[src/common/mpu_pkg.sv]
/*
  Shared definitions for the data-side MPU.
  The PMA table is fixed at build time and holds 1 to 16 regions.
  Region bounds are word addresses and the high bound is exclusive,
  so the last word of the 4 GiB space cannot be covered by a region.
  Main regions must also be atomic and I/O regions must not be cacheable.
*/
package mpu_pkg;

  localparam int ADDR_W        = 32;
  localparam int DATA_W        = 32;
  // Counter width, at most 3 bus transactions in flight
  localparam int OUTSTANDING_W = 2;

  // One PMA region, 64 bits
  typedef struct packed {
    logic [29:0] word_addr_low;
    logic [29:0] word_addr_high;
    logic        main;
    logic        bufferable;
    logic        cacheable;
    logic        atomic;
  } pma_region_t;

  localparam int PMA_NUM_REGIONS = 4;

  // Regions 0 and 1 overlap in 0x0000_8000 .. 0x0000_FFFF, region 0 wins there
  localparam pma_region_t PMA_CFG [PMA_NUM_REGIONS] = '{
    // 0x0000_0000 .. 0x0000_FFFF main RAM
    '{word_addr_low: 30'h0000_0000, word_addr_high: 30'h0000_4000,
      main: 1'b1, bufferable: 1'b1, cacheable: 1'b1, atomic: 1'b1},
    // 0x0000_8000 .. 0x0001_FFFF main, uncached
    '{word_addr_low: 30'h0000_2000, word_addr_high: 30'h0000_8000,
      main: 1'b1, bufferable: 1'b1, cacheable: 1'b0, atomic: 1'b1},
    // 0x1000_0000 .. 0x1000_0FFF strongly ordered I/O
    '{word_addr_low: 30'h0400_0000, word_addr_high: 30'h0400_0400,
      main: 1'b0, bufferable: 1'b0, cacheable: 1'b0, atomic: 1'b0},
    // 0x2000_0000 .. 0x2000_FFFF bufferable I/O
    '{word_addr_low: 30'h0800_0000, word_addr_high: 30'h0800_4000,
      main: 1'b0, bufferable: 1'b1, cacheable: 1'b0, atomic: 1'b0}
  };

  // Attributes for an address outside every region
  localparam pma_region_t PMA_R_DEFAULT = '0;

  typedef enum logic [1:0] {
    MPU_IDLE,
    MPU_WAIT_DRAIN,
    MPU_ERR_RESP
  } mpu_state_e;

  typedef enum logic [1:0] {
    MPU_OK,
    MPU_ERR_EXEC,
    MPU_ERR_ATOMIC
  } mpu_status_e;

endpackage

[src/hw/pma/pma_lookup.sv]
/*
  PMA region lookup and access permission check, purely combinational.
  The lowest-index region that contains the address wins.
  Execute on a non-main region is refused first, then atomic on a
  region without atomic support. clk and rst_n only feed the checks.
*/
`timescale 1ns/1ps

module pma_lookup (
  input  logic                           clk,
  input  logic                           rst_n,
  input  logic [mpu_pkg::ADDR_W-1:0]     addr_i,
  input  logic                           execute_i,
  input  logic                           atomic_i,
  output mpu_pkg::pma_region_t           region_o,
  output logic                           pma_err_o,
  output mpu_pkg::mpu_status_e           err_status_o
);

  logic                 region_hit;
  mpu_pkg::pma_region_t region_sel;
  mpu_pkg::mpu_status_e status;

  //////////////////////////////
  // Region search
  //////////////////////////////

  always_comb begin
    region_hit = 1'b0;
    region_sel = mpu_pkg::PMA_R_DEFAULT;
    for (int i = 0; i < mpu_pkg::PMA_NUM_REGIONS; i++) begin
      // First hit sticks, later regions are ignored
      if (!region_hit &&
          ({mpu_pkg::PMA_CFG[i].word_addr_low, 2'b00} <= addr_i) &&
          (addr_i < {mpu_pkg::PMA_CFG[i].word_addr_high, 2'b00})) begin
        region_hit = 1'b1;
        region_sel = mpu_pkg::PMA_CFG[i];
      end
    end
  end

  //////////////////////////////
  // Permission check
  //////////////////////////////

  always_comb begin
    status = mpu_pkg::MPU_OK;
    if (execute_i && !region_sel.main) begin
      status = mpu_pkg::MPU_ERR_EXEC;
    end else if (atomic_i && !region_sel.atomic) begin
      status = mpu_pkg::MPU_ERR_ATOMIC;
    end
  end

  assign region_o     = region_sel;
  assign err_status_o = status;
  assign pma_err_o    = (status != mpu_pkg::MPU_OK);

  // Selected region really contains the address
  a_region_bounds :
    assert property (@(posedge clk) disable iff (!rst_n)
                     region_hit |->
                       (({region_o.word_addr_low, 2'b00} <= addr_i) &&
                        (addr_i < {region_o.word_addr_high, 2'b00})))
      else $error("pma_lookup: selected region does not contain address");

  // Error flag follows the attribute rule on the selected region
  a_err_rule :
    assert property (@(posedge clk) disable iff (!rst_n)
                     pma_err_o == ((execute_i && !region_o.main) ||
                                   (atomic_i && !region_o.atomic)))
      else $error("pma_lookup: error flag disagrees with region attributes");

endmodule

[src/hw/mpu/mpu_ctrl.sv]
/*
  MPU control: steers each core transfer to the bus or to the error path.
  A refused transfer is accepted at once, then the FSM waits for all
  outstanding bus responses and sends a single error response.
  Only one error can be pending. With 3 transfers in flight the core is
  back-pressured until a response returns.
*/
`timescale 1ns/1ps

module mpu_ctrl (
  input  logic                           clk,
  input  logic                           rst_n,
  input  logic                           core_trans_valid_i,
  input  logic                           pma_err_i,
  input  mpu_pkg::mpu_status_e           err_status_i,
  input  logic                           bus_trans_ready_i,
  input  logic                           obi_rvalid_i,
  input  logic [mpu_pkg::DATA_W-1:0]     obi_rdata_i,
  output logic                           core_trans_ready_o,
  output logic                           bus_trans_valid_o,
  output logic                           core_resp_valid_o,
  output logic [mpu_pkg::DATA_W-1:0]     core_resp_rdata_o,
  output mpu_pkg::mpu_status_e           core_resp_status_o
);

  mpu_pkg::mpu_state_e              state_q;
  mpu_pkg::mpu_state_e              state_d;
  mpu_pkg::mpu_status_e             err_status_q;
  mpu_pkg::mpu_status_e             err_status_d;
  logic [mpu_pkg::OUTSTANDING_W-1:0] outstanding_q;
  logic [mpu_pkg::OUTSTANDING_W-1:0] outstanding_d;
  logic                              cnt_full;
  logic                              bus_hs;
  logic                              err_resp;
  logic                              drain_done;

  assign cnt_full = &outstanding_q;
  assign bus_hs   = bus_trans_valid_o && bus_trans_ready_i;
  assign err_resp = (state_q == mpu_pkg::MPU_ERR_RESP);

  // All earlier bus responses are back by the end of this cycle
  assign drain_done = (outstanding_q == '0) ||
                      (obi_rvalid_i && ((outstanding_q - 1'b1) == '0));

  //////////////////////////////
  // Outstanding counter
  //////////////////////////////

  always_comb begin
    outstanding_d = outstanding_q;
    if (bus_hs && !obi_rvalid_i) begin
      outstanding_d = outstanding_q + 1'b1;
    end else if (!bus_hs && obi_rvalid_i) begin
      outstanding_d = outstanding_q - 1'b1;
    end
  end

  //////////////////////////////
  // Transfer steering and FSM
  //////////////////////////////

  always_comb begin
    state_d            = state_q;
    err_status_d       = err_status_q;
    core_trans_ready_o = 1'b0;
    bus_trans_valid_o  = 1'b0;

    case (state_q)
      mpu_pkg::MPU_IDLE: begin
        if (core_trans_valid_i && !cnt_full) begin
          if (pma_err_i) begin
            // Swallow the transfer, the bus never sees it
            core_trans_ready_o = 1'b1;
            err_status_d       = err_status_i;
            state_d            = drain_done ? mpu_pkg::MPU_ERR_RESP
                                            : mpu_pkg::MPU_WAIT_DRAIN;
          end else begin
            bus_trans_valid_o  = 1'b1;
            core_trans_ready_o = bus_trans_ready_i;
          end
        end
      end

      mpu_pkg::MPU_WAIT_DRAIN: begin
        if (drain_done) begin
          state_d = mpu_pkg::MPU_ERR_RESP;
        end
      end

      mpu_pkg::MPU_ERR_RESP: begin
        state_d = mpu_pkg::MPU_IDLE;
      end

      default: begin
        state_d = mpu_pkg::MPU_IDLE;
      end
    endcase
  end

  always_ff @(posedge clk or negedge rst_n) begin
    if (!rst_n) begin
      state_q       <= mpu_pkg::MPU_IDLE;
      err_status_q  <= mpu_pkg::MPU_OK;
      outstanding_q <= '0;
    end else begin
      state_q       <= state_d;
      err_status_q  <= err_status_d;
      outstanding_q <= outstanding_d;
    end
  end

  // Bus and error responses never collide, so a plain merge is enough
  assign core_resp_valid_o  = obi_rvalid_i || err_resp;
  assign core_resp_rdata_o  = err_resp ? '0 : obi_rdata_i;
  assign core_resp_status_o = err_resp ? err_status_q : mpu_pkg::MPU_OK;

  //////////////////////////////
  // Checks
  //////////////////////////////

  a_no_resp_collision :
    assert property (@(posedge clk) disable iff (!rst_n)
                     !(obi_rvalid_i && err_resp))
      else $error("mpu_ctrl: bus response during error response");

  // Error status exactly in the error response cycle
  a_status_in_err_resp :
    assert property (@(posedge clk) disable iff (!rst_n)
                     (core_resp_status_o != mpu_pkg::MPU_OK) == err_resp)
      else $error("mpu_ctrl: error status outside error response");

  a_block_core :
    assert property (@(posedge clk) disable iff (!rst_n)
                     (state_q != mpu_pkg::MPU_IDLE) |-> !core_trans_ready_o)
      else $error("mpu_ctrl: core accepted while error pending");

  // Every rvalid must belong to a granted request
  a_no_underflow :
    assert property (@(posedge clk) disable iff (!rst_n)
                     obi_rvalid_i |-> (outstanding_q != '0))
      else $error("mpu_ctrl: response without outstanding request");

endmodule

[src/hw/obi_req_stage.sv]
/*
  OBI request stage. The request follows bus_trans_valid_i with no delay.
  Once a request waits for a grant, address and memtype come from a
  local copy so they stay stable on the bus.
  Assumes the upstream keeps valid high until the grant arrives.
*/
`timescale 1ns/1ps

module obi_req_stage (
  input  logic                           clk,
  input  logic                           rst_n,
  input  logic                           bus_trans_valid_i,
  input  logic [mpu_pkg::ADDR_W-1:0]     addr_i,
  input  logic                           bufferable_i,
  input  logic                           cacheable_i,
  output logic                           bus_trans_ready_o,
  output logic                           obi_req_o,
  output logic [mpu_pkg::ADDR_W-1:0]     obi_addr_o,
  output logic [1:0]                     obi_memtype_o,
  input  logic                           obi_gnt_i
);

  logic                       wait_q;
  logic [mpu_pkg::ADDR_W-1:0] addr_q;
  logic [1:0]                 memtype_q;
  logic [1:0]                 memtype_in;

  // Bit 1 cacheable, bit 0 bufferable
  assign memtype_in = {cacheable_i, bufferable_i};

  assign obi_req_o         = bus_trans_valid_i;
  assign obi_addr_o        = wait_q ? addr_q : addr_i;
  assign obi_memtype_o     = wait_q ? memtype_q : memtype_in;
  assign bus_trans_ready_o = obi_gnt_i;

  always_ff @(posedge clk or negedge rst_n) begin
    if (!rst_n) begin
      wait_q <= 1'b0;
    end else begin
      wait_q <= obi_req_o && !obi_gnt_i;
    end
  end

  // Hold copy, refreshed only while a request is on the bus
  always_ff @(posedge clk) begin
    if (obi_req_o && !obi_gnt_i) begin
      addr_q    <= obi_addr_o;
      memtype_q <= obi_memtype_o;
    end
  end

  a_req_stable :
    assert property (@(posedge clk) disable iff (!rst_n)
                     (obi_req_o && !obi_gnt_i) |=>
                       (obi_req_o && $stable(obi_addr_o) && $stable(obi_memtype_o)))
      else $error("obi_req_stage: request changed while waiting for grant");

endmodule

[src/hw/data_mpu_top.sv]
/*
  Data-side MPU between the core load/store port and an OBI-like bus.
  Address only, no write data or byte enables.
  Allowed transfers pass with zero latency, refused ones get an error
  response after all earlier bus responses.
*/
`timescale 1ns/1ps

module data_mpu_top (
  input  logic                           clk,
  input  logic                           rst_n,

  // Core side
  input  logic                           core_trans_valid_i,
  input  logic [mpu_pkg::ADDR_W-1:0]     core_addr_i,
  input  logic                           core_execute_i,
  input  logic                           core_atomic_i,
  output logic                           core_trans_ready_o,
  output logic                           core_resp_valid_o,
  output logic [mpu_pkg::DATA_W-1:0]     core_resp_rdata_o,
  output mpu_pkg::mpu_status_e           core_resp_status_o,

  // Bus side
  output logic                           obi_req_o,
  output logic [mpu_pkg::ADDR_W-1:0]     obi_addr_o,
  output logic [1:0]                     obi_memtype_o,
  input  logic                           obi_gnt_i,
  input  logic                           obi_rvalid_i,
  input  logic [mpu_pkg::DATA_W-1:0]     obi_rdata_i
);

  mpu_pkg::pma_region_t region;
  mpu_pkg::mpu_status_e err_status;
  logic                 pma_err;
  logic                 bus_trans_valid;
  logic                 bus_trans_ready;

  pma_lookup u_pma_lookup (
    .clk          (clk),
    .rst_n        (rst_n),
    .addr_i       (core_addr_i),
    .execute_i    (core_execute_i),
    .atomic_i     (core_atomic_i),
    .region_o     (region),
    .pma_err_o    (pma_err),
    .err_status_o (err_status)
  );

  mpu_ctrl u_mpu_ctrl (
    .clk                (clk),
    .rst_n              (rst_n),
    .core_trans_valid_i (core_trans_valid_i),
    .pma_err_i          (pma_err),
    .err_status_i       (err_status),
    .bus_trans_ready_i  (bus_trans_ready),
    .obi_rvalid_i       (obi_rvalid_i),
    .obi_rdata_i        (obi_rdata_i),
    .core_trans_ready_o (core_trans_ready_o),
    .bus_trans_valid_o  (bus_trans_valid),
    .core_resp_valid_o  (core_resp_valid_o),
    .core_resp_rdata_o  (core_resp_rdata_o),
    .core_resp_status_o (core_resp_status_o)
  );

  obi_req_stage u_obi_req_stage (
    .clk               (clk),
    .rst_n             (rst_n),
    .bus_trans_valid_i (bus_trans_valid),
    .addr_i            (core_addr_i),
    .bufferable_i      (region.bufferable),
    .cacheable_i       (region.cacheable),
    .bus_trans_ready_o (bus_trans_ready),
    .obi_req_o         (obi_req_o),
    .obi_addr_o        (obi_addr_o),
    .obi_memtype_o     (obi_memtype_o),
    .obi_gnt_i         (obi_gnt_i)
  );

endmodule

[config.mk]
export PLATFORM = sky130hd
export DESIGN_NAME = data_mpu_top
export DESIGN_NICKNAME = d
export VERILOG_FILES = /design/src/common/mpu_pkg.sv /design/src/hw/pma/pma_lookup.sv /design/src/hw/mpu/mpu_ctrl.sv /design/src/hw/obi_req_stage.sv /design/src/hw/data_mpu_top.sv
export SDC_FILE = /design/constraint.sdc
export NUM_CORES = 1
export LEC_CHECK = 0
export ABC_AREA = 1
export BUFFER_PORTS_ARGS = -buffer_cell sky130_fd_sc_hd__buf_2
export CAP_MARGIN = 40
export CORE_MARGIN = 2
export CORE_UTILIZATION = 50
export DETAILED_ROUTE_END_ITERATION = 8
export PLACE_DENSITY = 0.89
export SETUP_SLACK_MARGIN = 0.05
export SYNTH_ARGS = -nofsm -noshare
export SYNTH_HDL_FRONTEND = slang
export SYNTH_HIERARCHICAL = 1
export SYNTH_SLANG_ARGS = --single-unit
[constraint.sdc]
create_clock -name clk -period 9 [get_ports clk]
set_clock_uncertainty 0.05 [all_clocks]
set_input_delay 2.7 -clock clk [delete_from_list [all_inputs] [get_ports clk]]
set_output_delay 2.7 -clock clk [all_outputs]
set_load 0.05 [all_outputs]
Yosys cells after proc, flatten, opt, wreduce, memory -nomap -nowiden
Cells that the tools add are included.
{ "word_totals": {"regBits": 41, "inputBits": 71, "output_inout_bits": 71, "word_cells": 81} }
{ "op_classes": {"n_addsub": 2, "magnitude_cmp": 8, "eq_ne": 5, "mux": 26, "reduce_logical": 34} }
{ "op_table": {"columns": ["op", "n"], "rows": [
  ["$mux 32", 2],
  ["$le 1x32->1 const A", 1],
  ["$le 16x32->1 const A", 1],
  ["$le 29x32->1 const A", 1],
  ["$le 30x32->1 const A", 1],
  ["$lt 32x17->1 const B", 1],
  ["$lt 32x18->1 const B", 1],
  ["$lt 32x29->1 const B", 1],
  ["$lt 32x30->1 const B", 1],
  ["$mux 2", 10],
  ["$mux 4", 4],
  ["$logic_and 1x1->1", 15],
  ["$logic_not 1->1", 9],
  ["$mux 1", 9],
  ["$logic_not 2->1", 3],
  ["$reduce_and 3->1", 2],
  ["$ne 2x1->1 const B", 2],
  ["$pmux 2 s2", 1],
  ["$reduce_bool 2->1", 2],
  ["$add 2x1->2 const B", 1],
  ["$eq 2x1->1 const B", 1],
  ["$eq 2x2->1 const B", 1],
  ["$logic_or 1x1->1", 2],
  ["$ne 2x2->1 const B", 1],
  ["other kinds (2)", 2]
]} }

Depth between registers and ports, before layout
Gate-level depths: netlist of the first run.
{ "logic_depth": {"ltp_word": 28, "ltp_mapped": 11, "mapped_depth_nobuf": 11} }

By module
The synthesis of the first run kept the hierarchy.
{ "modules_own_cells": {"columns": ["module", "instances", "cells_each", "area_per_inst_um2", "seq_area_each_um2"], "rows": [
  ["obi_req_stage", 1, 149, 1562.7, 1046.0],
  ["mpu_ctrl", 1, 121, 678.2, 150.1],
  ["pma_lookup", 1, 99, 640.6, 0.0]
]} }

Worst setup path after synthesis of the first run
Ideal clock, no wire load.
{ "synth_path": {"kind": "input to output", "start": "input core_addr_i[21] (netlist name)", "end": "output core_trans_ready_o", "arrival_time_ns": 3.802, "required_time_ns": 6.250, "slack_ns": 2.448, "path_stages": 8, "n_path_buf": 0, "cell_sequence": "nor2_1 > nand2_1 > nor2_4 > nand2_4 > nand2_2 > nand2_1 > nand3_1 > o21ai_1"} }
{ "synth_via": {"elab_chain_len": 23, "word_cells_on_any_way": 35, "cone_classes": "order compare (8); mux (12); reduce/logical (15)"} }
{ "synth_lines": {"columns": ["item", "line", "rtl"], "rows": [
  ["from (decl)", "data_mpu_top.sv:15", "input logic [mpu_pkg::ADDR_W-1:0] core_addr_i,"],
  ["$le 1x32->1 / $lt 32x17->1 (equally long branches)", "pma_lookup.sv:34, pma_lookup.sv:35", null],
  ["$logic_and 1x1->1", "pma_lookup.sv:34", "({mpu_pkg::PMA_CFG[i].word_addr_low, 2'b00} <= addr_i) &&"],
  ["$mux 1", "pma_lookup.sv:33", "if (!region_hit &&"],
  ["$logic_not 1->1", "pma_lookup.sv:33", null],
  ["$logic_and 1x1->1", "pma_lookup.sv:33", null],
  ["$logic_and 1x1->1", "pma_lookup.sv:34", null],
  ["$mux 1", "pma_lookup.sv:33", null],
  ["$logic_not 1->1", "pma_lookup.sv:33", null],
  ["[... 8 more ...]", null, null],
  ["$logic_and 1x1->1", "pma_lookup.sv:50", "end else if (atomic_i && !region_sel.atomic) begin"],
  ["$mux 2", "pma_lookup.sv:50", null],
  ["$mux 2 *", "pma_lookup.sv:48", "if (execute_i && !region_sel.main) begin"],
  ["$reduce_bool 2->1 *", "pma_lookup.sv:57", "assign pma_err_o = (status != mpu_pkg::MPU_OK);"],
  ["via pma_err", "data_mpu_top.sv:34", "logic pma_err;"],
  ["$mux 1 *", "mpu_ctrl.sv:71", "if (pma_err_i) begin"],
  ["$mux 1 *", "mpu_ctrl.sv:70", "if (core_trans_valid_i && !cnt_full) begin"],
  ["$mux 1 *", "mpu_ctrl.sv:68", "case (state_q)"],
  ["to (decl)", "data_mpu_top.sv:18", "output logic core_trans_ready_o,"]
]} }
Mark *: on every way through the listed nets, which the timed path passes. The rest lies on a longest branch.

Final worst setup path of the first run
{ "layout_path": {"start": "input core_addr_i[31] (netlist name)", "end": "output core_trans_ready_o"} }
Same word-level chain as after synthesis.

==> results of run 1 <==
==> power breakdown <==
part	total [mW]	switching [mW]	internal [mW]
Sequential	0.242	0.0129	0.229
Combinational	0.422	0.328	0.0935
Clock	0.109	0.0573	0.0522
==> how the worst max path moves through the flow <==
stage | start | endpoint | cells past startpoint | slack (ns)
CTS | core_addr_i[31] | core_trans_ready_o | 10 | 2.34
floorplan | core_addr_i[21] | core_trans_ready_o | 8 | 2.48
finish | core_addr_i[31] | core_trans_ready_o | 10 | 2.33
global route | core_addr_i[19] | core_trans_ready_o | 10 | 2.22
global placement | core_addr_i[21] | obi_req_o | 9 | 2.41
detailed placement | core_addr_i[31] | core_trans_ready_o | 10 | 2.35
==> tightest hold or removal path, delay by kind of cell (launching register included) <==
family,cells,cell delay (ns)
flip-flops,1,0.35
AND/OR/NAND/NOR,2,0.11
==> state kept, by name, summed over array words and instances (netlist names) <==
| register | count |
|---|---|
| u_obi_req_stage/addr_q | 32 |
| u_mpu_ctrl/state_q | 2 |
| u_mpu_ctrl/err_status_q | 2 |
| u_obi_req_stage/memtype_q | 2 |
| u_obi_req_stage/wait_q | 1 |
| u_mpu_ctrl/outstanding_q | 2 |
==> stage by stage <==
step                      hold slack, ns  util [%]  std cells  instance area (um^2)
after floorplan                    0.392         -        301                  2400
after detailed placement           0.422      65.8        486                  3090
after global placement             0.422      65.4        485                  3070
after CTS                          0.441      67.5        494                  3170
final                              0.438      67.5        494                  3170
after global routing               0.488      67.5        494                  3170
==> per-layer routing <==
| layer | wire (um) | track usage (%) | vias up | part of all wire, % |
|---|---|---|---|---|
| li1 | - | - | 1175 | - |
| met1 | 2280 | 24.6 | 1003 | 39 |
| met2 | 2980 | 39.1 | 108 | 52 |
| met3 | 496 | 5.76 | 4 | 8.6 |
| met4 | 29 | 3.43 | 0 | 0.50 |
| met5 | 0 | 0 | - | 0 |
==> placed cells by master (no fill, tap or decap) <==
cell and instances:
nand2_4 1, nor2_2 8, nand4_1 2, dfrtp_1 7, clkinv_2 1, buf_2 141
inv_8 1, nor2_1 41, nand2_2 16, nand2_1 112, xnor2_1 2, inv_1 51
clkbuf_8 5, ha_1 4, nand3_1 3, nor2_4 3, edfxtp_1 34, clkinv_1 2
o21ai_1 1, a21oi_1 1, nor3_2 1, inv_2 1, buf_4 1, buf_12 1
==> layout make-up <==
cell class | count | area, um^2
well taps | 54 | 67.6
clock inverters | 3 | 12.5
repair buffers | 143 | 733
fillers | 389 | 1520
multi-input cells | 195 | 885
flip-flops and latches | 41 | 1200
clock buffers | 5 | 68.8
inverters | 53 | 206
==> results by group, run 1 <==
Timing
  – Fin crit share: approximately three quarters
  – # setup viols final: 0
  – Fmax: approximately 150 MHz
  – Minimum clock period: around 6.7 ns
  – Final hold vios: 0
  – Worst setup margin: 2.33 ns
  – Setup TNS Final: 0 ns
  – Slew @ Worst Pin: about 0.5 ns
  – RSZ-0062 raised after global routing: no
  – Rel. slew slack: ~67%
  – Final number of max-transition violations: 0

Placement
  – IO buf count: around 140
  – Post-Place Worst Slack: ~2.3 ns
  – Routability Congestion: 0.791
  – DP Wirelength: approximately 4.6 mm

Floorplanning
  – Die area: approximately 5400 um^2
  – Die Wd: 73.3 um
  – Die H: between 70 and 80 um
  – Site Rows: 25
  – Initial Utilization: 51.2%
  – Core Region: 4690 um^2
  – IO Pins: around 140

Worst setup path
  – Worst Path Arrival: approximately 4 ns
  – Worst reg-to-reg path cell count: 7
  – Worst R2R Start: u_mpu_ctrl/outstanding_q[0]
  – Worst path max stage delay: 0.21 ns
  – CP Launch Type: input pin
  – CP bufs+invs: 2
  – CP top delay family: simple AND/OR/NAND/NOR gates
  – Flop2flop setup slack: about 7.0 ns
  – CP Class: input pin to output pin
  – Critical-path cell list: buf_2 > nor2_2 > nand2_2 > nor2_4 > nand2_4 > nand2_2 > nand2_1 > nand3_1 > o21ai_1 > buf_2
  – CP Data Required Time: about 6.3 ns
  – R2R Path End: u_obi_req_stage/addr_q[28]
  – Slowest stage cell, crit path: buf_2
  – Max FO, Critical Path: 6
  – CP Capture Type: output pin

Drt
  – Vias: around 2300
  – DR vias/cell: between 4 and 5
  – Residual DRC: 0
  – Routed wire length: approximately 5.8 mm
  – WL/cell: between 10 and 15 um
  – Starting DRT DRC Count: roughly 120
  – Detailed Routing Iterations Pass 1: 5
  – Antenna viol nets, final: 0

Power
  – Leakage: 1.80 nW
  – Peak supply drop: about 0.13 mV
  – Total power: ~770 uW
  – Power per cell area: about 240 nW/um^2

CTS
  – CTS Hold Bufs: 0
  – CTS tree: yes
  – Clock transition at path regs: ~0.07 ns
  – Max clock buf depth: 2
  – Post-CTS sizing: 0
  – CTS Sinks: a little over 40
  – Post-CTS Repair Setup Buffers: 0
  – Clk_lat worst skew: between 0.2 and 0.3 ns
  – H-tree depth: 2
  – Clock tree root driver cell: clkbuf_8
  – Inserted Clock Buffers: 5

Finish
  – Layout Nets: between 500 and 600
  – Share of layout cells above drive strength 1: about two fifths
  – N_diodes: 0
  – Area growth syn-to-layout: 31.9%

Yosys
  – Syn_area_per_cell: 7.99 um^2
  – Synthesized area: about 2400 um^2
  – Synthesized netlist cell count: around 300
  – Syn nets: between 300 and 400
  – Yosys Warn Count: 6

Hold path
  – Hold/Removal Path Class: register to register
  – WHS Path Cells: 2
  – Worst Hold Launch: u_mpu_ctrl/err_status_q[0]
  – Hold Path Sink: u_mpu_ctrl/err_status_q[0]

Global route
  – Largest net degree at the start of global routing: 36
  – GR Util All Layers: 21.1%
  – Initial antenna violation count: 0
  – First-pass GRT wire length: between 8 and 9 mm
  – Vias in the first global route: a little over 2000
  – Total congestion overflow: 0

Run status
  – Status: complete, no violations

Flow run
  – MaxCap Viol Count: 0
Note: power is estimated with default switching activity, not from simulation.
==> run 2, diff against run 1 <==
- ABC_AREA: 1 -> 0
- CORE_UTILIZATION: 50 -> 42
- PLACE_DENSITY: 0.89 -> 0.8
- clock period: 9 -> 6.1 ns (I/O delays scaled with it)
==> results by group, run 2 <==
Placement
  – IO buf count: ~140
  – DP Wirelength: slightly above 4 mm
  – Routability Congestion: between 0.7 and 0.8

Timing
  – Final number of max-transition violations: 0
  – Fin crit share: between 80% and 90%
  – Slew @ Worst Pin: approximately 0.87 ns
  – Rel. slew slack: about two fifths
  – Setup TNS Final: 0 ns
  – # setup viols final: 0
  – RSZ-0062 raised after global routing: no
  – Min Hold Slack: roughly 0.45 ns
  – Minimum clock period: slightly below 5 ns
  – Final hold vios: 0
  – Fmax: approximately 200 MHz

CTS
  – Inserted Clock Buffers: 5
  – Post-CTS sizing: 0
  – CTS Hold Bufs: 0
  – Max clock buf depth: 2
  – Post-CTS Repair Setup Buffers: 0
  – Clk_lat worst skew: 0.28 ns
  – Clock tree root driver cell: clkbuf_8
  – CTS tree: yes
  – Clock transition at path regs: 0.07 ns
  – CTS Sinks: 41
  – H-tree depth: 2

Worst setup path
  – CP top delay family: simple AND/OR/NAND/NOR gates
  – Flop2flop setup slack: between 3 and 4 ns
  – CP bufs+invs: 3
  – CP Capture Type: output pin
  – Worst path max stage delay: around 0.3 ns
  – Crit path top cell by count: buf_2
  – R2R Path End: u_obi_req_stage/addr_q[1]
  – CP Launch Type: input pin
  – Slowest stage cell, crit path: nor4_4
  – Critical-path cell list: buf_2 > nor4_4 > nand4_2 > inv_2 > nor2_1 > nor2b_1 > buf_2
  – Max FO, Critical Path: 4
  – Worst R2R Start: u_mpu_ctrl/outstanding_q[0]
  – Worst Path Arrival: around 3 ns
  – CP Data Required Time: ~4.2 ns
  – Worst reg-to-reg path cell count: 5
  – CP Class: input pin to output pin

Finish
  – Layout Nets: 378
  – Most frequent cells in the layout: 141 x buf_2, 34 x and2_1, 34 x edfxtp_1
  – N_diodes: 0
  – Max reg flops: 32
  – Most common cell after layout, fill and taps aside: buf_2
  – Area growth syn-to-layout: 36.5%
  – Reg with most FFs: u_obi_req_stage/addr_q
  – Share of layout cells above drive strength 1: 63.8%
  – Post-layout util: roughly three fifths

Global route
  – First-pass GRT wire length: roughly 7.9 mm
  – Total congestion overflow: 0
  – Largest net degree at the start of global routing: 36
  – Vias in the first global route: 1685
  – GR Util All Layers: 16.5%
  – Initial antenna violation count: 0

Power
  – Leakage: ~1.5 nW
  – Power per cell area: roughly 360 nW/um^2
  – Peak supply drop: between 0.3 and 0.4 mV

Floorplanning
  – Initial Utilization: 43.0%
  – Die H: 78.7 um
  – Core Region: between 5000 and 6000 um^2
  – Die Wd: ~79 um
  – Die area: between 6000 and 7000 um^2
  – Site Rows: 27
  – IO Pins: 142

Hold path
  – Hold Path Sink: u_mpu_ctrl/err_status_q[1]
  – Hold/Removal Path Class: register to register
  – Worst Hold Launch: u_mpu_ctrl/err_status_q[1]
  – WHS Path Cells: 1

Drt
  – Vias: roughly 1700
  – Detailed Routing Iterations Pass 1: 4
  – WL/cell: ~14 um
  – Antenna viol nets, final: 0
  – Residual DRC: 0
  – Starting DRT DRC Count: 54
  – Routed wire length: ~5.1 mm
  – DR vias/cell: about 4.6

Yosys
  – Syn nets: 237
  – Synthesized netlist cell count: 162
  – Yosys Warn Count: 6
  – Synthesized area: ~2300 um^2
  – Syn_area_per_cell: about 14 um^2

Flow run
  – MaxCap Viol Count: 0

Run status
  – Status: complete, no violations
## run 2: worst max path at each step
stage	startpoint	to	slack, ns	cells past startpoint
2_1_floorplan	core_addr_i[27]	core_trans_ready_o	1.47	5
3_5_place_dp	core_addr_i[20]	obi_req_o	1.15	7
5_1_grt	core_addr_i[27]	obi_req_o	0.99	7
4_1_cts	core_addr_i[20]	obi_req_o	1.14	7
6_report	core_addr_i[27]	obi_req_o	1.14	7
3_3_place_gp	core_addr_i[20]	obi_req_o	1.18	7
## run 2: worst reg2reg max path, stage by stage, from the launching register on
cell and delay (ns):
dfrtp_1 0.43, ha_1 0.25, nor4b_4 0.29, nor2b_1 0.25
nor2b_4 0.30, buf_12 0.24
## run 2: layout make-up
class                           count  area [um^2]
Sequential cell                    41         1200
Multi-Input combinational cell    106         1030
Clock inverter                      2         35.0
Clock buffer                        6         72.6
Inverter                            6         22.5
Tap cell                           72         90.1
Timing Repair Buffer              143          746
Fill cell                         457         2240
## run 2: where the power goes
| group | internal (mW) | switching [mW] | total (mW) |
|---|---|---|---|
| clock | 0.121 | 0.0885 | 0.210 |
| sequential | 0.336 | 0.0208 | 0.357 |
| combinational | 0.169 | 0.427 | 0.596 |
## run 2: metrics by stage
stage | area [um^2] | power [mW] | setup WS [ns] | std cells
finish | 3190 | 1.16 | 1.14 | 376
global route | 3190 | 1.23 | 0.994 | 376
CTS | 3190 | 1.18 | 1.14 | 376
detailed placement | 3090 | 0.964 | 1.15 | 368
global placement | 3050 | 0.951 | 1.18 | 366
floorplan | 2340 | 0.840 | 1.47 | 162
## run 2: metal layers
layer  GRT usage, %  vias to the layer above  part of all wire, %
met5              0                        -                    0
met4           6.84                        0                  1.7
met3           2.87                        7                  4.6
met2           28.3                       60                   51
met1           20.6                      814                   42
li1               -                      847                    -
==> run 3, diff against run 2 <==
- ABC_AREA: 0 -> 1
- CORE_UTILIZATION: 42 -> 47
- PLACE_DENSITY: 0.8 -> 0.85
- clock period: 6.1 -> 4.66 ns (I/O delays scaled with it)
==> results by group, run 3 (synthesized netlist as in run 1, its figures left out) <==
Placement
  – Post-Place Worst Slack: 0.573 ns
  – DP Wirelength: 4.48 mm
  – Routability Congestion: approximately 0.79
  – IO buf count: roughly 140
  – DP Cell Count: between 500 and 600
  – Post-Place Cell Area: between 3000 and 4000 um^2

Timing
  – Slew @ Worst Pin: just under 0.5 ns
  – Rel. slew slack: approximately 67%
  – Final number of max-transition violations: 0
  – Final hold vios: 0
  – Fmax: 245 MHz
  – Worst setup margin: around 0.57 ns
  – Min Hold Slack: roughly 0.43 ns
  – Setup TNS Final: 0 ns
  – Fin crit share: between 80% and 90%
  – RSZ-0062 raised after global routing: no
  – # setup viols final: 0
  – Minimum clock period: around 4 ns

Global route
  – Total congestion overflow: 0
  – Initial antenna violation count: 0
  – GR Util All Layers: between 10% and 20%
  – First-pass GRT wire length: roughly 8.4 mm
  – Vias in the first global route: approximately 2000
  – Largest net degree at the start of global routing: 36

Worst setup path
  – Worst Path Arrival: between 2 and 3 ns
  – CP Capture Type: output pin
  – Flop2flop setup slack: approximately 2.4 ns
  – CP Data Required Time: approximately 3.2 ns
  – Max FO, Critical Path: 6
  – CP Launch Type: input pin
  – CP Class: input pin to output pin

CTS
  – Inserted Clock Buffers: 5
  – Post-CTS sizing: 0
  – Clock transition at path regs: 0.07 ns
  – Post-CTS Repair Setup Buffers: 0
  – CTS Hold Bufs: 0
  – Clk_lat worst skew: 0.29 ns
  – H-tree depth: 2
  – Max clock buf depth: 2
  – Clock tree root driver cell: clkbuf_8
  – CTS Sinks: 41
  – CTS tree: yes

Power
  – Leakage: around 1.8 nW
  – Internal power: ~720 uW
  – Sw frac: between 50% and 60%
  – Part of the power in the clock network: roughly 15%
  – NetSw: a little under 800 uW
  – Sequential group share of total power: ~31%
  – Peak supply drop: roughly 0.25 mV
  – Logic pwr share: 53.8%
  – Power per cell area: approximately 470 nW/um^2

Drt
  – Vias: between 2000 and 2500
  – Residual DRC: 0
  – Detailed Routing Iterations Pass 1: 4
  – DR vias/cell: 4.40
  – Routed wire length: roughly 5.7 mm
  – WL/cell: 11.3 um
  – Starting DRT DRC Count: 60
  – Antenna viol nets, final: 0

Finish
  – Area growth syn-to-layout: 32.4%
  – Max reg flops: 32
  – Layout Nets: 514
  – Most common cell after layout, fill and taps aside: buf_2
  – N_diodes: 0
  – Cell area after layout: approximately 3200 um^2
  – Most frequent cells in the layout: 141 x buf_2, 112 x nand2_1, 51 x inv_1
  – Share of layout cells above drive strength 1: between 40% and 50%
  – Final Non-Filler Cells: 510
  – Reg with most FFs: u_obi_req_stage/addr_q

Flow run
  – MaxCap Viol Count: 0

Floorplanning
  – Core Region: approximately 5000 um^2
  – Die H: between 70 and 80 um
  – IO Pins: roughly 140
  – Initial Utilization: 48.0%
  – Die Wd: ~76 um
  – Die area: 5700 um^2
  – Site Rows: 26

Run status
  – Status: complete, no violations

Hold path
  – Hold/Removal Path Class: register to register
==> run 3: metrics by stage <==
stage	util (%)	total power, mW
2_1_floorplan	-	1.13
4_1_cts	63.5	1.52
3_3_place_gp	61.8	1.27
3_5_place_dp	61.8	1.29
6_report	63.5	1.50
5_1_grt	63.5	1.59
==> run 3: critical path: stages <==
cell and delay [ns]:
buf_2 0.11, nor2_2 0.16, nand2_2 0.09, nor2_4 0.12
nand2_4 0.07, nand2_2 0.06, nand2_1 0.14, nor2_1 0.19
buf_2 0.29
==> run 3: area by class of cell <==
class / instances / area (um^2)
multi-input cells: 195 / 885
inverters: 53 / 206
clock buffers: 5 / 68.8
clock inverters: 3 / 17.5
well taps: 70 / 87.6
fillers: 467 / 1830
flip-flops and latches: 41 / 1200
repair buffers: 143 / 721
==> run 3: worst paths after layout <==
path | startpoint | to | cells after the start
worst max-delay path | core_addr_i[31] | obi_req_o | 9
worst min register to register | u_mpu_ctrl/err_status_q[1] | u_mpu_ctrl/err_status_q[1] | 2
worst max register to register | u_mpu_ctrl/outstanding_q[0] | u_obi_req_stage/addr_q[4] | 7
max in group asynchronous | rst_n | u_mpu_ctrl/err_status_q[1] | 1
worst min-delay path | u_mpu_ctrl/err_status_q[1] | u_mpu_ctrl/err_status_q[1] | 2
min in group asynchronous | rst_n | u_obi_req_stage/wait_q | 1
==> run 3: per-layer routing <==
layer | global-route usage (%) | vias to the layer above | routed length [um]
met5 | 0 | - | 0
met3 | 4.37 | 5 | 441
met1 | 22.6 | 977 | 2350
li1 | - | 1167 | -
met4 | 5.07 | 0 | 29
met2 | 35.7 | 94 | 2920
==> run 3: power groups by stage <==
stage                     Clock (mW)  Sequential (mW)  Combinational (mW)
final                          0.226            0.467               0.809
after global routing           0.246            0.473               0.874
after CTS                      0.234            0.468               0.814
after detailed placement           0            0.475               0.812
after global placement             0            0.474               0.794
after floorplan                    0            0.470               0.661
